[src/include/mem_pipe_params.svh]
`ifndef MEM_PIPE_PARAMS_SVH
`define MEM_PIPE_PARAMS_SVH

// Datapath and address widths
`define MEM_DWORD_WIDTH        64
`define MEM_VADDR_WIDTH        39
`define MEM_PAGE_OFFSET_WIDTH  12

// Sv39 page tags
`define MEM_VTAG_WIDTH         27
`define MEM_PTAG_WIDTH         28

// Data TLB geometry
`define MEM_DTLB_ELS           8
`define MEM_DTLB_IDX_WIDTH     3

`endif
[src/tlb_pkg.sv]
`default_nettype none

`include "mem_pipe_params.svh"

package tlb_pkg;

  // Leaf PTE as kept in the TLB
  typedef struct packed
  {
    logic [`MEM_PTAG_WIDTH-1:0] ptag;
    logic                       d;
    logic                       a;
    logic                       u;
    logic                       w;
    logic                       r;
  } pte_leaf_s;

  typedef struct packed
  {
    logic [`MEM_VTAG_WIDTH-1:0] vtag;
    pte_leaf_s                  pte;
  } tlb_entry_s;

endpackage

`default_nettype wire

[src/mem_op_pkg.sv]
`default_nettype none

package mem_op_pkg;

  // Integer load and store opcodes
  typedef enum logic [3:0]
  {
    e_op_lb  = 4'd0,
    e_op_lbu = 4'd1,
    e_op_lh  = 4'd2,
    e_op_lhu = 4'd3,
    e_op_lw  = 4'd4,
    e_op_lwu = 4'd5,
    e_op_ld  = 4'd6,
    e_op_sb  = 4'd7,
    e_op_sh  = 4'd8,
    e_op_sw  = 4'd9,
    e_op_sd  = 4'd10
  } mem_op_e;

  // Access size, log2 of the byte count
  typedef enum logic [1:0]
  {
    e_size_byte  = 2'b00,
    e_size_half  = 2'b01,
    e_size_word  = 2'b10,
    e_size_dword = 2'b11
  } mem_size_e;

endpackage

`default_nettype wire

[src/tlb_bus_if.sv]
`timescale 1ns/1ns
`default_nettype none

`include "mem_pipe_params.svh"

interface tlb_bus_if;

  import tlb_pkg::*;

  // Lookup side
  logic [`MEM_VTAG_WIDTH-1:0] r_vtag;

  // Fill and flush side
  logic                       w_v;
  tlb_entry_s                 w_entry;
  logic [`MEM_DTLB_ELS-1:0]   w_way;
  logic                       flush;

  modport ctrl
    (output r_vtag
     , output w_v
     , output w_entry
     , output w_way
     , output flush
     );

  modport entry
    (input r_vtag
     , input w_v
     , input w_entry
     , input w_way
     , input flush
     );

endinterface

`default_nettype wire

[src/mem_pipe_top.sv]
`timescale 1ns/1ns
`default_nettype none

`include "mem_pipe_params.svh"

module mem_pipe_top
  (input wire                          clk_i
   , input wire                        reset_i

   , input wire                        req_v_i
   , input wire mem_op_pkg::mem_op_e   req_op_i
   , input wire [`MEM_DWORD_WIDTH-1:0] rs1_i
   , input wire [`MEM_DWORD_WIDTH-1:0] imm_i

   , input wire                        trans_en_i
   , input wire                        priv_user_i

   , input wire                        flush_i
   , input wire                        fill_v_i
   , input wire [`MEM_VADDR_WIDTH-1:0] fill_vaddr_i
   , input wire tlb_pkg::pte_leaf_s    fill_pte_i

   , output logic                      early_v_o
   , output logic [`MEM_PTAG_WIDTH-1:0] ptag_o
   , output logic                      tlb_load_miss_v_o
   , output logic                      tlb_store_miss_v_o
   , output logic                      load_misaligned_v_o
   , output logic                      store_misaligned_v_o
   , output logic                      load_page_fault_v_o
   , output logic                      store_page_fault_v_o
   );

  import tlb_pkg::*;

  logic [`MEM_VADDR_WIDTH-1:0] vaddr;
  logic                        is_load, is_store, misaligned;
  logic [`MEM_DTLB_ELS-1:0]    way_hit;
  tlb_entry_s                  way_entries [`MEM_DTLB_ELS];
  logic                        tlb_hit;
  pte_leaf_s                   tlb_pte;

  tlb_bus_if dtlb_bus ();

  mem_agen agen
    (.rs1_i(rs1_i)
     ,.imm_i(imm_i)
     ,.op_i(req_op_i)
     ,.vaddr_o(vaddr)
     ,.is_load_o(is_load)
     ,.is_store_o(is_store)
     ,.misaligned_o(misaligned)
     );

  dtlb_fill_ctrl fill_ctrl
    (.clk_i(clk_i)
     ,.reset_i(reset_i)
     ,.flush_i(flush_i)
     ,.fill_v_i(fill_v_i)
     ,.fill_vaddr_i(fill_vaddr_i)
     ,.fill_pte_i(fill_pte_i)
     ,.lookup_vaddr_i(vaddr)
     ,.bus_o(dtlb_bus.ctrl)
     );

  for (genvar i = 0; i < `MEM_DTLB_ELS; i++)
  begin : g_way
    dtlb_entry #(.way_p(i)) entry
      (.clk_i(clk_i)
       ,.reset_i(reset_i)
       ,.bus_i(dtlb_bus.entry)
       ,.hit_o(way_hit[i])
       ,.entry_o(way_entries[i])
       );
  end

  dtlb_match_sel match_sel
    (.hit_i(way_hit)
     ,.entries_i(way_entries)
     ,.hit_o(tlb_hit)
     ,.pte_o(tlb_pte)
     );

  mem_except_stage except_stage
    (.clk_i(clk_i)
     ,.reset_i(reset_i)
     ,.req_v_i(req_v_i)
     ,.trans_en_i(trans_en_i)
     ,.priv_user_i(priv_user_i)
     ,.vaddr_i(vaddr)
     ,.is_load_i(is_load)
     ,.is_store_i(is_store)
     ,.misaligned_i(misaligned)
     ,.hit_i(tlb_hit)
     ,.pte_i(tlb_pte)
     ,.early_v_o(early_v_o)
     ,.tlb_load_miss_v_o(tlb_load_miss_v_o)
     ,.tlb_store_miss_v_o(tlb_store_miss_v_o)
     ,.load_misaligned_v_o(load_misaligned_v_o)
     ,.store_misaligned_v_o(store_misaligned_v_o)
     ,.load_page_fault_v_o(load_page_fault_v_o)
     ,.store_page_fault_v_o(store_page_fault_v_o)
     ,.ptag_o(ptag_o)
     );

endmodule

`default_nettype wire

[src/mem_except_stage.sv]
`timescale 1ns/1ns
`default_nettype none

`include "mem_pipe_params.svh"

module mem_except_stage
  (input wire                          clk_i
   , input wire                        reset_i

   , input wire                        req_v_i
   , input wire                        trans_en_i
   , input wire                        priv_user_i
   , input wire [`MEM_VADDR_WIDTH-1:0] vaddr_i
   , input wire                        is_load_i
   , input wire                        is_store_i
   , input wire                        misaligned_i
   , input wire                        hit_i
   , input wire tlb_pkg::pte_leaf_s    pte_i

   , output logic                      early_v_o
   , output logic                      tlb_load_miss_v_o
   , output logic                      tlb_store_miss_v_o
   , output logic                      load_misaligned_v_o
   , output logic                      store_misaligned_v_o
   , output logic                      load_page_fault_v_o
   , output logic                      store_page_fault_v_o
   , output logic [`MEM_PTAG_WIDTH-1:0] ptag_o
   );

  logic load_req, store_req;
  logic xlate, miss, perm_hit;
  logic base_fault, load_fault, store_fault;

  assign load_req  = req_v_i & is_load_i;
  assign store_req = req_v_i & is_store_i;

  // Misalignment masks the translation result
  assign xlate    = trans_en_i & ~misaligned_i;
  assign miss     = xlate & ~hit_i;
  assign perm_hit = xlate & hit_i;

  // User pages only from user mode, supervisor pages only from supervisor
  assign base_fault  = ~pte_i.a | (priv_user_i ^ pte_i.u);
  assign load_fault  = base_fault | ~pte_i.r;
  assign store_fault = base_fault | ~pte_i.w | ~pte_i.d;

  always_ff @(posedge clk_i)
  begin
    if (reset_i)
    begin
      early_v_o            <= 1'b0;
      tlb_load_miss_v_o    <= 1'b0;
      tlb_store_miss_v_o   <= 1'b0;
      load_misaligned_v_o  <= 1'b0;
      store_misaligned_v_o <= 1'b0;
      load_page_fault_v_o  <= 1'b0;
      store_page_fault_v_o <= 1'b0;
    end
    else
    begin
      early_v_o            <= req_v_i;
      tlb_load_miss_v_o    <= load_req & miss;
      tlb_store_miss_v_o   <= store_req & miss;
      load_misaligned_v_o  <= load_req & misaligned_i;
      store_misaligned_v_o <= store_req & misaligned_i;
      load_page_fault_v_o  <= load_req & perm_hit & load_fault;
      store_page_fault_v_o <= store_req & perm_hit & store_fault;
    end
  end

  // Bare mode passes the virtual page number through
  always_ff @(posedge clk_i)
  begin
    if (req_v_i)
      ptag_o <= trans_en_i
                ? pte_i.ptag
                : {{(`MEM_PTAG_WIDTH - `MEM_VTAG_WIDTH){1'b0}},
                   vaddr_i[`MEM_VADDR_WIDTH-1:`MEM_PAGE_OFFSET_WIDTH]};
  end

endmodule

`default_nettype wire

[src/dtlb_match_sel.sv]
`timescale 1ns/1ns
`default_nettype none

`include "mem_pipe_params.svh"

module dtlb_match_sel
  (input wire [`MEM_DTLB_ELS-1:0] hit_i
   , input wire tlb_pkg::tlb_entry_s entries_i [`MEM_DTLB_ELS]

   , output logic                  hit_o
   , output tlb_pkg::pte_leaf_s    pte_o
   );

  import tlb_pkg::*;

  pte_leaf_s pte_sel;

  // Duplicate tags are possible, the lowest way wins
  always_comb
  begin
    pte_sel = '0;
    for (int i = `MEM_DTLB_ELS - 1; i >= 0; i--)
    begin
      if (hit_i[i])
        pte_sel = entries_i[i].pte;
    end
  end

  assign hit_o = |hit_i;
  assign pte_o = pte_sel;

endmodule

`default_nettype wire

[src/dtlb_entry.sv]
`timescale 1ns/1ns
`default_nettype none

module dtlb_entry
  #(parameter int way_p = 0)
  (input wire                     clk_i
   , input wire                   reset_i

   , tlb_bus_if.entry             bus_i

   , output logic                 hit_o
   , output tlb_pkg::tlb_entry_s  entry_o
   );

  import tlb_pkg::*;

  logic       valid_r;
  tlb_entry_s entry_r;
  logic       wr_en;

  // Flush takes priority over a fill in the same cycle
  assign wr_en = bus_i.w_v & bus_i.w_way[way_p] & ~bus_i.flush;

  always_ff @(posedge clk_i)
  begin
    if (reset_i | bus_i.flush)
      valid_r <= 1'b0;
    else if (wr_en)
      valid_r <= 1'b1;
  end

  always_ff @(posedge clk_i)
  begin
    if (wr_en)
      entry_r <= bus_i.w_entry;
  end

  assign hit_o   = valid_r & (entry_r.vtag == bus_i.r_vtag);
  assign entry_o = entry_r;

endmodule

`default_nettype wire

[src/dtlb_fill_ctrl.sv]
`timescale 1ns/1ns
`default_nettype none

`include "mem_pipe_params.svh"

module dtlb_fill_ctrl
  (input wire                           clk_i
   , input wire                         reset_i

   , input wire                         flush_i
   , input wire                         fill_v_i
   , input wire [`MEM_VADDR_WIDTH-1:0]  fill_vaddr_i
   , input wire tlb_pkg::pte_leaf_s     fill_pte_i

   , input wire [`MEM_VADDR_WIDTH-1:0]  lookup_vaddr_i

   , tlb_bus_if.ctrl                    bus_o
   );

  import tlb_pkg::*;

  logic [`MEM_DTLB_IDX_WIDTH-1:0] victim_r;
  tlb_entry_s                     fill_entry;

  // Round-robin victim, restarts at way 0 after a flush
  always_ff @(posedge clk_i)
  begin
    if (reset_i | flush_i)
      victim_r <= '0;
    else if (fill_v_i)
    begin
      if (victim_r == `MEM_DTLB_IDX_WIDTH'(`MEM_DTLB_ELS - 1))
        victim_r <= '0;
      else
        victim_r <= victim_r + 1'b1;
    end
  end

  assign fill_entry.vtag = fill_vaddr_i[`MEM_VADDR_WIDTH-1:`MEM_PAGE_OFFSET_WIDTH];
  assign fill_entry.pte  = fill_pte_i;

  assign bus_o.r_vtag  = lookup_vaddr_i[`MEM_VADDR_WIDTH-1:`MEM_PAGE_OFFSET_WIDTH];
  assign bus_o.w_v     = fill_v_i;
  assign bus_o.w_entry = fill_entry;
  assign bus_o.w_way   = `MEM_DTLB_ELS'(1) << victim_r;
  assign bus_o.flush   = flush_i;

endmodule

`default_nettype wire

[src/mem_agen.sv]
`timescale 1ns/1ns
`default_nettype none

`include "mem_pipe_params.svh"

module mem_agen
  (input wire [`MEM_DWORD_WIDTH-1:0]   rs1_i
   , input wire [`MEM_DWORD_WIDTH-1:0] imm_i
   , input wire mem_op_pkg::mem_op_e   op_i

   , output logic [`MEM_VADDR_WIDTH-1:0] vaddr_o
   , output logic                        is_load_o
   , output logic                        is_store_o
   , output logic                        misaligned_o
   );

  import mem_op_pkg::*;

  logic [`MEM_DWORD_WIDTH-1:0] eaddr;
  mem_size_e                   size;

  assign eaddr   = rs1_i + imm_i;
  assign vaddr_o = eaddr[`MEM_VADDR_WIDTH-1:0];

  always_comb
  begin
    case (op_i)
      e_op_lb, e_op_lbu, e_op_sb: size = e_size_byte;
      e_op_lh, e_op_lhu, e_op_sh: size = e_size_half;
      e_op_lw, e_op_lwu, e_op_sw: size = e_size_word;
      default:                    size = e_size_dword;
    endcase
  end

  assign is_load_o  = op_i inside {e_op_lb, e_op_lbu, e_op_lh, e_op_lhu,
                                   e_op_lw, e_op_lwu, e_op_ld};
  assign is_store_o = op_i inside {e_op_sb, e_op_sh, e_op_sw, e_op_sd};

  // Low address bits must be clear up to the access size
  always_comb
  begin
    case (size)
      e_size_half:  misaligned_o = eaddr[0];
      e_size_word:  misaligned_o = |eaddr[1:0];
      e_size_dword: misaligned_o = |eaddr[2:0];
      default:      misaligned_o = 1'b0;
    endcase
  end

endmodule

`default_nettype wire

[config.mk]
export PLATFORM = sky130hd
export DESIGN_NAME = mem_pipe_top
export DESIGN_NICKNAME = d
export VERILOG_FILES = /design/src/tlb_pkg.sv /design/src/mem_op_pkg.sv /design/src/tlb_bus_if.sv /design/src/mem_pipe_top.sv /design/src/mem_except_stage.sv /design/src/dtlb_match_sel.sv /design/src/dtlb_entry.sv /design/src/dtlb_fill_ctrl.sv /design/src/mem_agen.sv
export VERILOG_INCLUDE_DIRS = /design/src /design/src/include
export SDC_FILE = /design/constraint.sdc
export NUM_CORES = 1
export LEC_CHECK = 0
export BUFFER_PORTS_ARGS = -buffer_cell sky130_fd_sc_hd__buf_2
export CORE_MARGIN = 8
export CORE_UTILIZATION = 66
export CTS_BUF_LIST = sky130_fd_sc_hd__clkbuf_4
export DETAILED_ROUTE_END_ITERATION = 16
export PLACE_DENSITY = 0.86
export SYNTH_ARGS = -nofsm -noshare
export SYNTH_HDL_FRONTEND = slang
export SYNTH_HIERARCHICAL = 1
export SYNTH_SLANG_ARGS = --single-unit
[constraint.sdc]
create_clock -name clk_i -period 10 [get_ports clk_i]
set_input_delay 0.5 -clock clk_i [delete_from_list [all_inputs] [get_ports clk_i]]
set_output_delay 0.5 -clock clk_i [all_outputs]
set_load 0.01 [all_outputs]
==> After elaboration in Yosys (flattened, before gate mapping) <==
Memory sizes are Yosys's and may differ from the RTL's.
Index checks and enable logic that the tools add are counted.
{ "totals": {"reg_bits": 526, "rom_bits": 32, "inputBits": 211, "output_inout_bits": 35, "word_cells": 167, "memories": 1} }
{ "op_classes": {"add_sub_neg": 2, "n_eq_ne": 22, "shift": 1, "mux": 11, "n_bitwise": 50, "reduce_logical": 6} }
{ "mem_list": {"columns": ["memory", "words", "word_bits", "read_ports", "rd_clocked_by_memory_dff", "write_ports", "line", "source"], "rows": [
  ["(no name shown)", 16, 2, 1, 0, 0, "mem_agen.sv:27", "case (op_i)"]
]} }
{ "op_table": {"columns": ["cell", "n"], "rows": [
  ["33-bit two-way mux", 8],
  ["27-bit == test", 8],
  ["39-bit adder", 1],
  ["1-bit AND", 37],
  ["27-bit two-way mux", 1],
  ["4-bit by 3-bit == test with 1-bit output, second input constant", 4],
  ["4-bit == test, second input constant", 3],
  ["4-bit by 2-bit == test with 1-bit output, second input constant", 2],
  ["8-bit OR reduction", 1],
  ["1-bit by 3-bit left shift with 8-bit output, first input constant", 1],
  ["1-bit NOT", 7],
  ["7-bit nonzero test", 1],
  ["1-bit bitwise OR", 5],
  ["2-bit == test, second input constant", 2],
  ["4-bit by 1-bit == test with 1-bit output, second input constant", 1],
  ["4-bit logical NOT", 1],
  ["4-bit nonzero test", 1],
  ["3-bit by 1-bit adder with 3-bit output, second input constant", 1],
  ["3-bit == test, second input constant", 1],
  ["3-bit two-way mux", 1],
  ["1-bit one-hot mux with 3 select lines", 1],
  ["3-bit OR reduction", 1],
  ["2-bit by 1-bit == test with 1-bit output, second input constant", 1],
  ["2-bit OR reduction", 1],
  ["1-bit XOR", 1]
]} }

==> Logic depth before layout (Yosys ltp) <==
{ "logic_depth": {"word_depth": 16, "depth_mapped": 25, "ltp_nobuf": 21} }

==> By module <==
Netlist, hierarchy kept.
{ "by_module_without_submodules": {"columns": ["mod", "n_inst", "cells_each", "area_each_um2", "seq_area_each_um2"], "rows": [
  ["dtlb_entry", 8, 101, 2139.6, 1821.7],
  ["mem_agen", 1, 315, 2170.8, 0.0],
  ["dtlb_match_sel", 1, 289, 1959.4, 0.0],
  ["mem_except_stage", 1, 79, 1501.4, 980.9],
  ["dtlb_fill_ctrl", 1, 115, 913.4, 60.1]
]} }

==> Worst setup path before layout <==
Ideal clock, no wire load.
{ "synth_path": {"kind": "input to register", "start": "input rs1_i[0]", "end": "register except_stage.ptag_o[10], data pin", "setup_time_ps": 260, "arrival_time_ps": 4828, "t_required_ps": 9740, "path_slack_ps": 4911, "stages": 24, "n_path_buf": 4, "path_cell_list": "ha_1 inv_1 fa_1 and2b_4 o31ai_2 a21oi_4 nand3_2 a311o_4 o31ai_4 a21boi_1 xnor2_1 buf_4 xnor2_1 nand4_1 or4_1 nor4_2 buf_6 nor2b_4 buf_6 buf_8 a221o_1 a31oi_1 o21ai_1 mux2_4"} }
{ "synth_rtl": {"columns": ["item", "line", "source"], "rows": [
  ["start: declaration", "mem_pipe_top.sv:12", ", input wire [`MEM_DWORD_WIDTH-1:0] rs1_i"],
  ["end signal: assignment", "mem_except_stage.sv:75", "ptag_o <= trans_en_i"],
  ["end: declaration", "mem_except_stage.sv:27", ", output logic [`MEM_PTAG_WIDTH-1:0] ptag_o"]
]} }

==> summary.md <==
| Metric | Value |
|---|---|
| CP dominant cell by count | `xnor2_1` |
| Crit-path leading delay family | `simple AND/OR/NAND/NOR gates` |
| Num Clock Sinks | `526` |
| Port buffer count | `183` |
| Max-Cap Viols | `0` |
| Clk buf depth | `3` |
| RePlAce Congestion | `0.986` |
| Gr usage total | `0.288` |
| Area Growth Syn to Fin | `13.8%` |
| DP Wirelength | `37,700 µm` |
| CP required | `10,670 ps` |
| Vias in the first global route | `15,776` |
| ANT nets after route | `0` |
| Tightest Pin Transition | `1120 ps` |
| Mapped Cells | `1,580` |
| Net Count, Synth | `1,836` |
| Filler cells | `2,007` |
| Routed WL per cell | `25.5 µm` |
| Status | `finished clean` |
| Leading cell types in the layout, fill and taps excluded | `508 x edfxtp_1, 235 x xnor2_1, 184 x clkbuf_4` |
| Leakage | `9.17 nW` |
| Avg Cell Area, Syn | `14.9 µm²` |
| Crit path kind | `input pin to flop` |
| CTS tree | `built` |
| Core area | `35,300 µm²` |
| Max-slew violations | `0` |
| Worst slack, placed | `3330 ps` |
| Fin crit share | `0.606` |
| Initial antenna violation count | `2` |
| Cell Pwr Density | `187 nW/µm²` |
| Largest net degree at the start of global routing | `68` |
| Initial core utilization | `0.665` |
| Ys Warns | `6` |
| Finished Core Util | `0.757` |
| Area of the multi-input gates | `6980 µm²` |
| Row count | `69` |
| Die area | `41,900 µm²` |
| Routed vias | `15,235` |
| First-pass GRT wire length | `90,100 µm` |
| Setup Viol. Count Final | `0` |
| Grt ovf | `0` |
| Worst setup SP type | `input pin` |
| Clock Latency Late Sink | `830 ps` |
| Crit path max-delay cell type | `nor2b_4` |
| Clock Pin Slew Worst Setup and Hold Paths | `60 ps` |
| Routed wire length | `61,400 µm` |
| Max transition margin | `0.250` |
| Worst setup EP type | `flop` |
| DRT Pass-1 Iters | `6` |
| CP arrival | `6730 ps` |
| I/O Pins | `246` |
| Peak supply drop | `147 µV` |
| Initial drt markers | `1,880` |
| Fin. Hold Viols | `0` |
| Worst-path cell chain | `buf_2, ha_1, inv_1, fa_1, and2b_4, o31ai_2, a21oi_4, nand3_2, a311o_4, o31ai_4, a21boi_1, xnor2_1, buf_4, xnor2_1, nand4_1, or4_1, nor4_2, nor2b_4, a221o_1, a31oi_1, o21ai_1, xnor2_1, a41oi_2` |
| Root Driver | `clkbuf_4` |
| Max Clock Freq | `165 MHz` |
| Layout cells sized above 1 | `0.252` |
| H-tree Lvls | `4` |
| Final setup margin | `3940 ps` |
| Vias per cell | `6.33` |
| Worst Skew | `67.4 ps` |
| CTS Buf Count | `131` |
| Postcts setup bufs | `0` |
| Post-route DRC | `0` |
| Final #Nets | `2,112` |
| Synthesized area | `23,500 µm²` |
| Die width | `205 µm` |
| FF/Latch Area | `15,600 µm²` |
| CP max FO | `32` |
| Crit-path max cell delay | `910 ps` |
| Power Total | `0.00500 W` |
| Die H | `205 µm` |
| RSZ-0062 raised after global routing | `no` |
| Minimum clock period | `6060 ps` |
| Placed cell areas | `24,500 µm²` |
| Hold WC Path Type | `input pin to flop` |
| Finished layout cell area | `26,700 µm²` |
| Crit path buf inv count | `3` |
| Commonest non-fill, non-tap cell in the layout | `edfxtp_1` |
| Sum Neg Setup Slack | `0 ps` |
## state kept, by name, indices dropped and copies added (netlist names)
signal	cells
g_way.entry/entry_o	480
except_stage/ptag_o	28
g_way.entry/valid_r	8
fill_ctrl/victim_r	3
except_stage/early_v_o	1
except_stage/load_misaligned_v_o	1
except_stage/load_page_fault_v_o	1
except_stage/store_misaligned_v_o	1
except_stage/store_page_fault_v_o	1
except_stage/tlb_load_miss_v_o	1
except_stage/tlb_store_miss_v_o	1
## area by class of cell
type                            instances  share of cell area
Antenna cell                            4            0.000374
Clock buffer                          184              0.0516
Clock inverter                         36              0.0116
Inverter                               17             0.00239
Multi-Input combinational cell        897               0.261
Sequential cell                       526               0.584
Tap cell                              461              0.0216
Timing Repair Buffer                  283              0.0678
## metrics by stage
step | hold slack [ps] | instances
final | 43.5 | 2408
after global routing | 2.80 | 2406
after detailed placement | 506 | 2125
after floorplan | 478 | 1580
after CTS | 2.08 | 2403
after global placement | 502 | 2125
## final timing paths
| path | from | endpoint | slack, ps | cells after the start |
|---|---|---|---|---|
| setup / recovery | imm_i[0] | except_stage/store_page_fault_v_o$_SDFF_PP0_ | 3940 | 23 |
| hold / removal | fill_vaddr_i[14] | g_way[3].entry/entry_o[35]$_DFFE_PP_ | 40 | 1 |
| setup reg to reg | g_way[6].entry/entry_o[34]$_DFFE_PP_ | except_stage/store_page_fault_v_o$_SDFF_PP0_ | 6100 | 12 |
| hold reg to reg | g_way[2].entry/valid_r$_SDFFE_PP0P_ | g_way[2].entry/valid_r$_SDFFE_PP0P_ | 520 | 2 |
## timing repair
action	4_1_cts	5_1_grt
setup endpoints to repair	0	0
hold buffers	58	1
endpoints found under the hold margin	443	5
gates resized for setup	0	0
## where the power goes
part	internal [W]	leakage, nW	switching, W
combinational	0.000293	3.43	0.000409
clock	0.000981	0.982	0.000848
sequential	0.00245	4.75	0.0000134
## routing by layer
metal,up-vias,routed length (µm),track usage
met3,163,7640,0.0813
li1,6637,-,-
met4,0,2420,0.144
met2,1119,29100,0.462
met5,-,0,0
met1,7316,22200,0.357
Power figures use the tool's default switching activity.
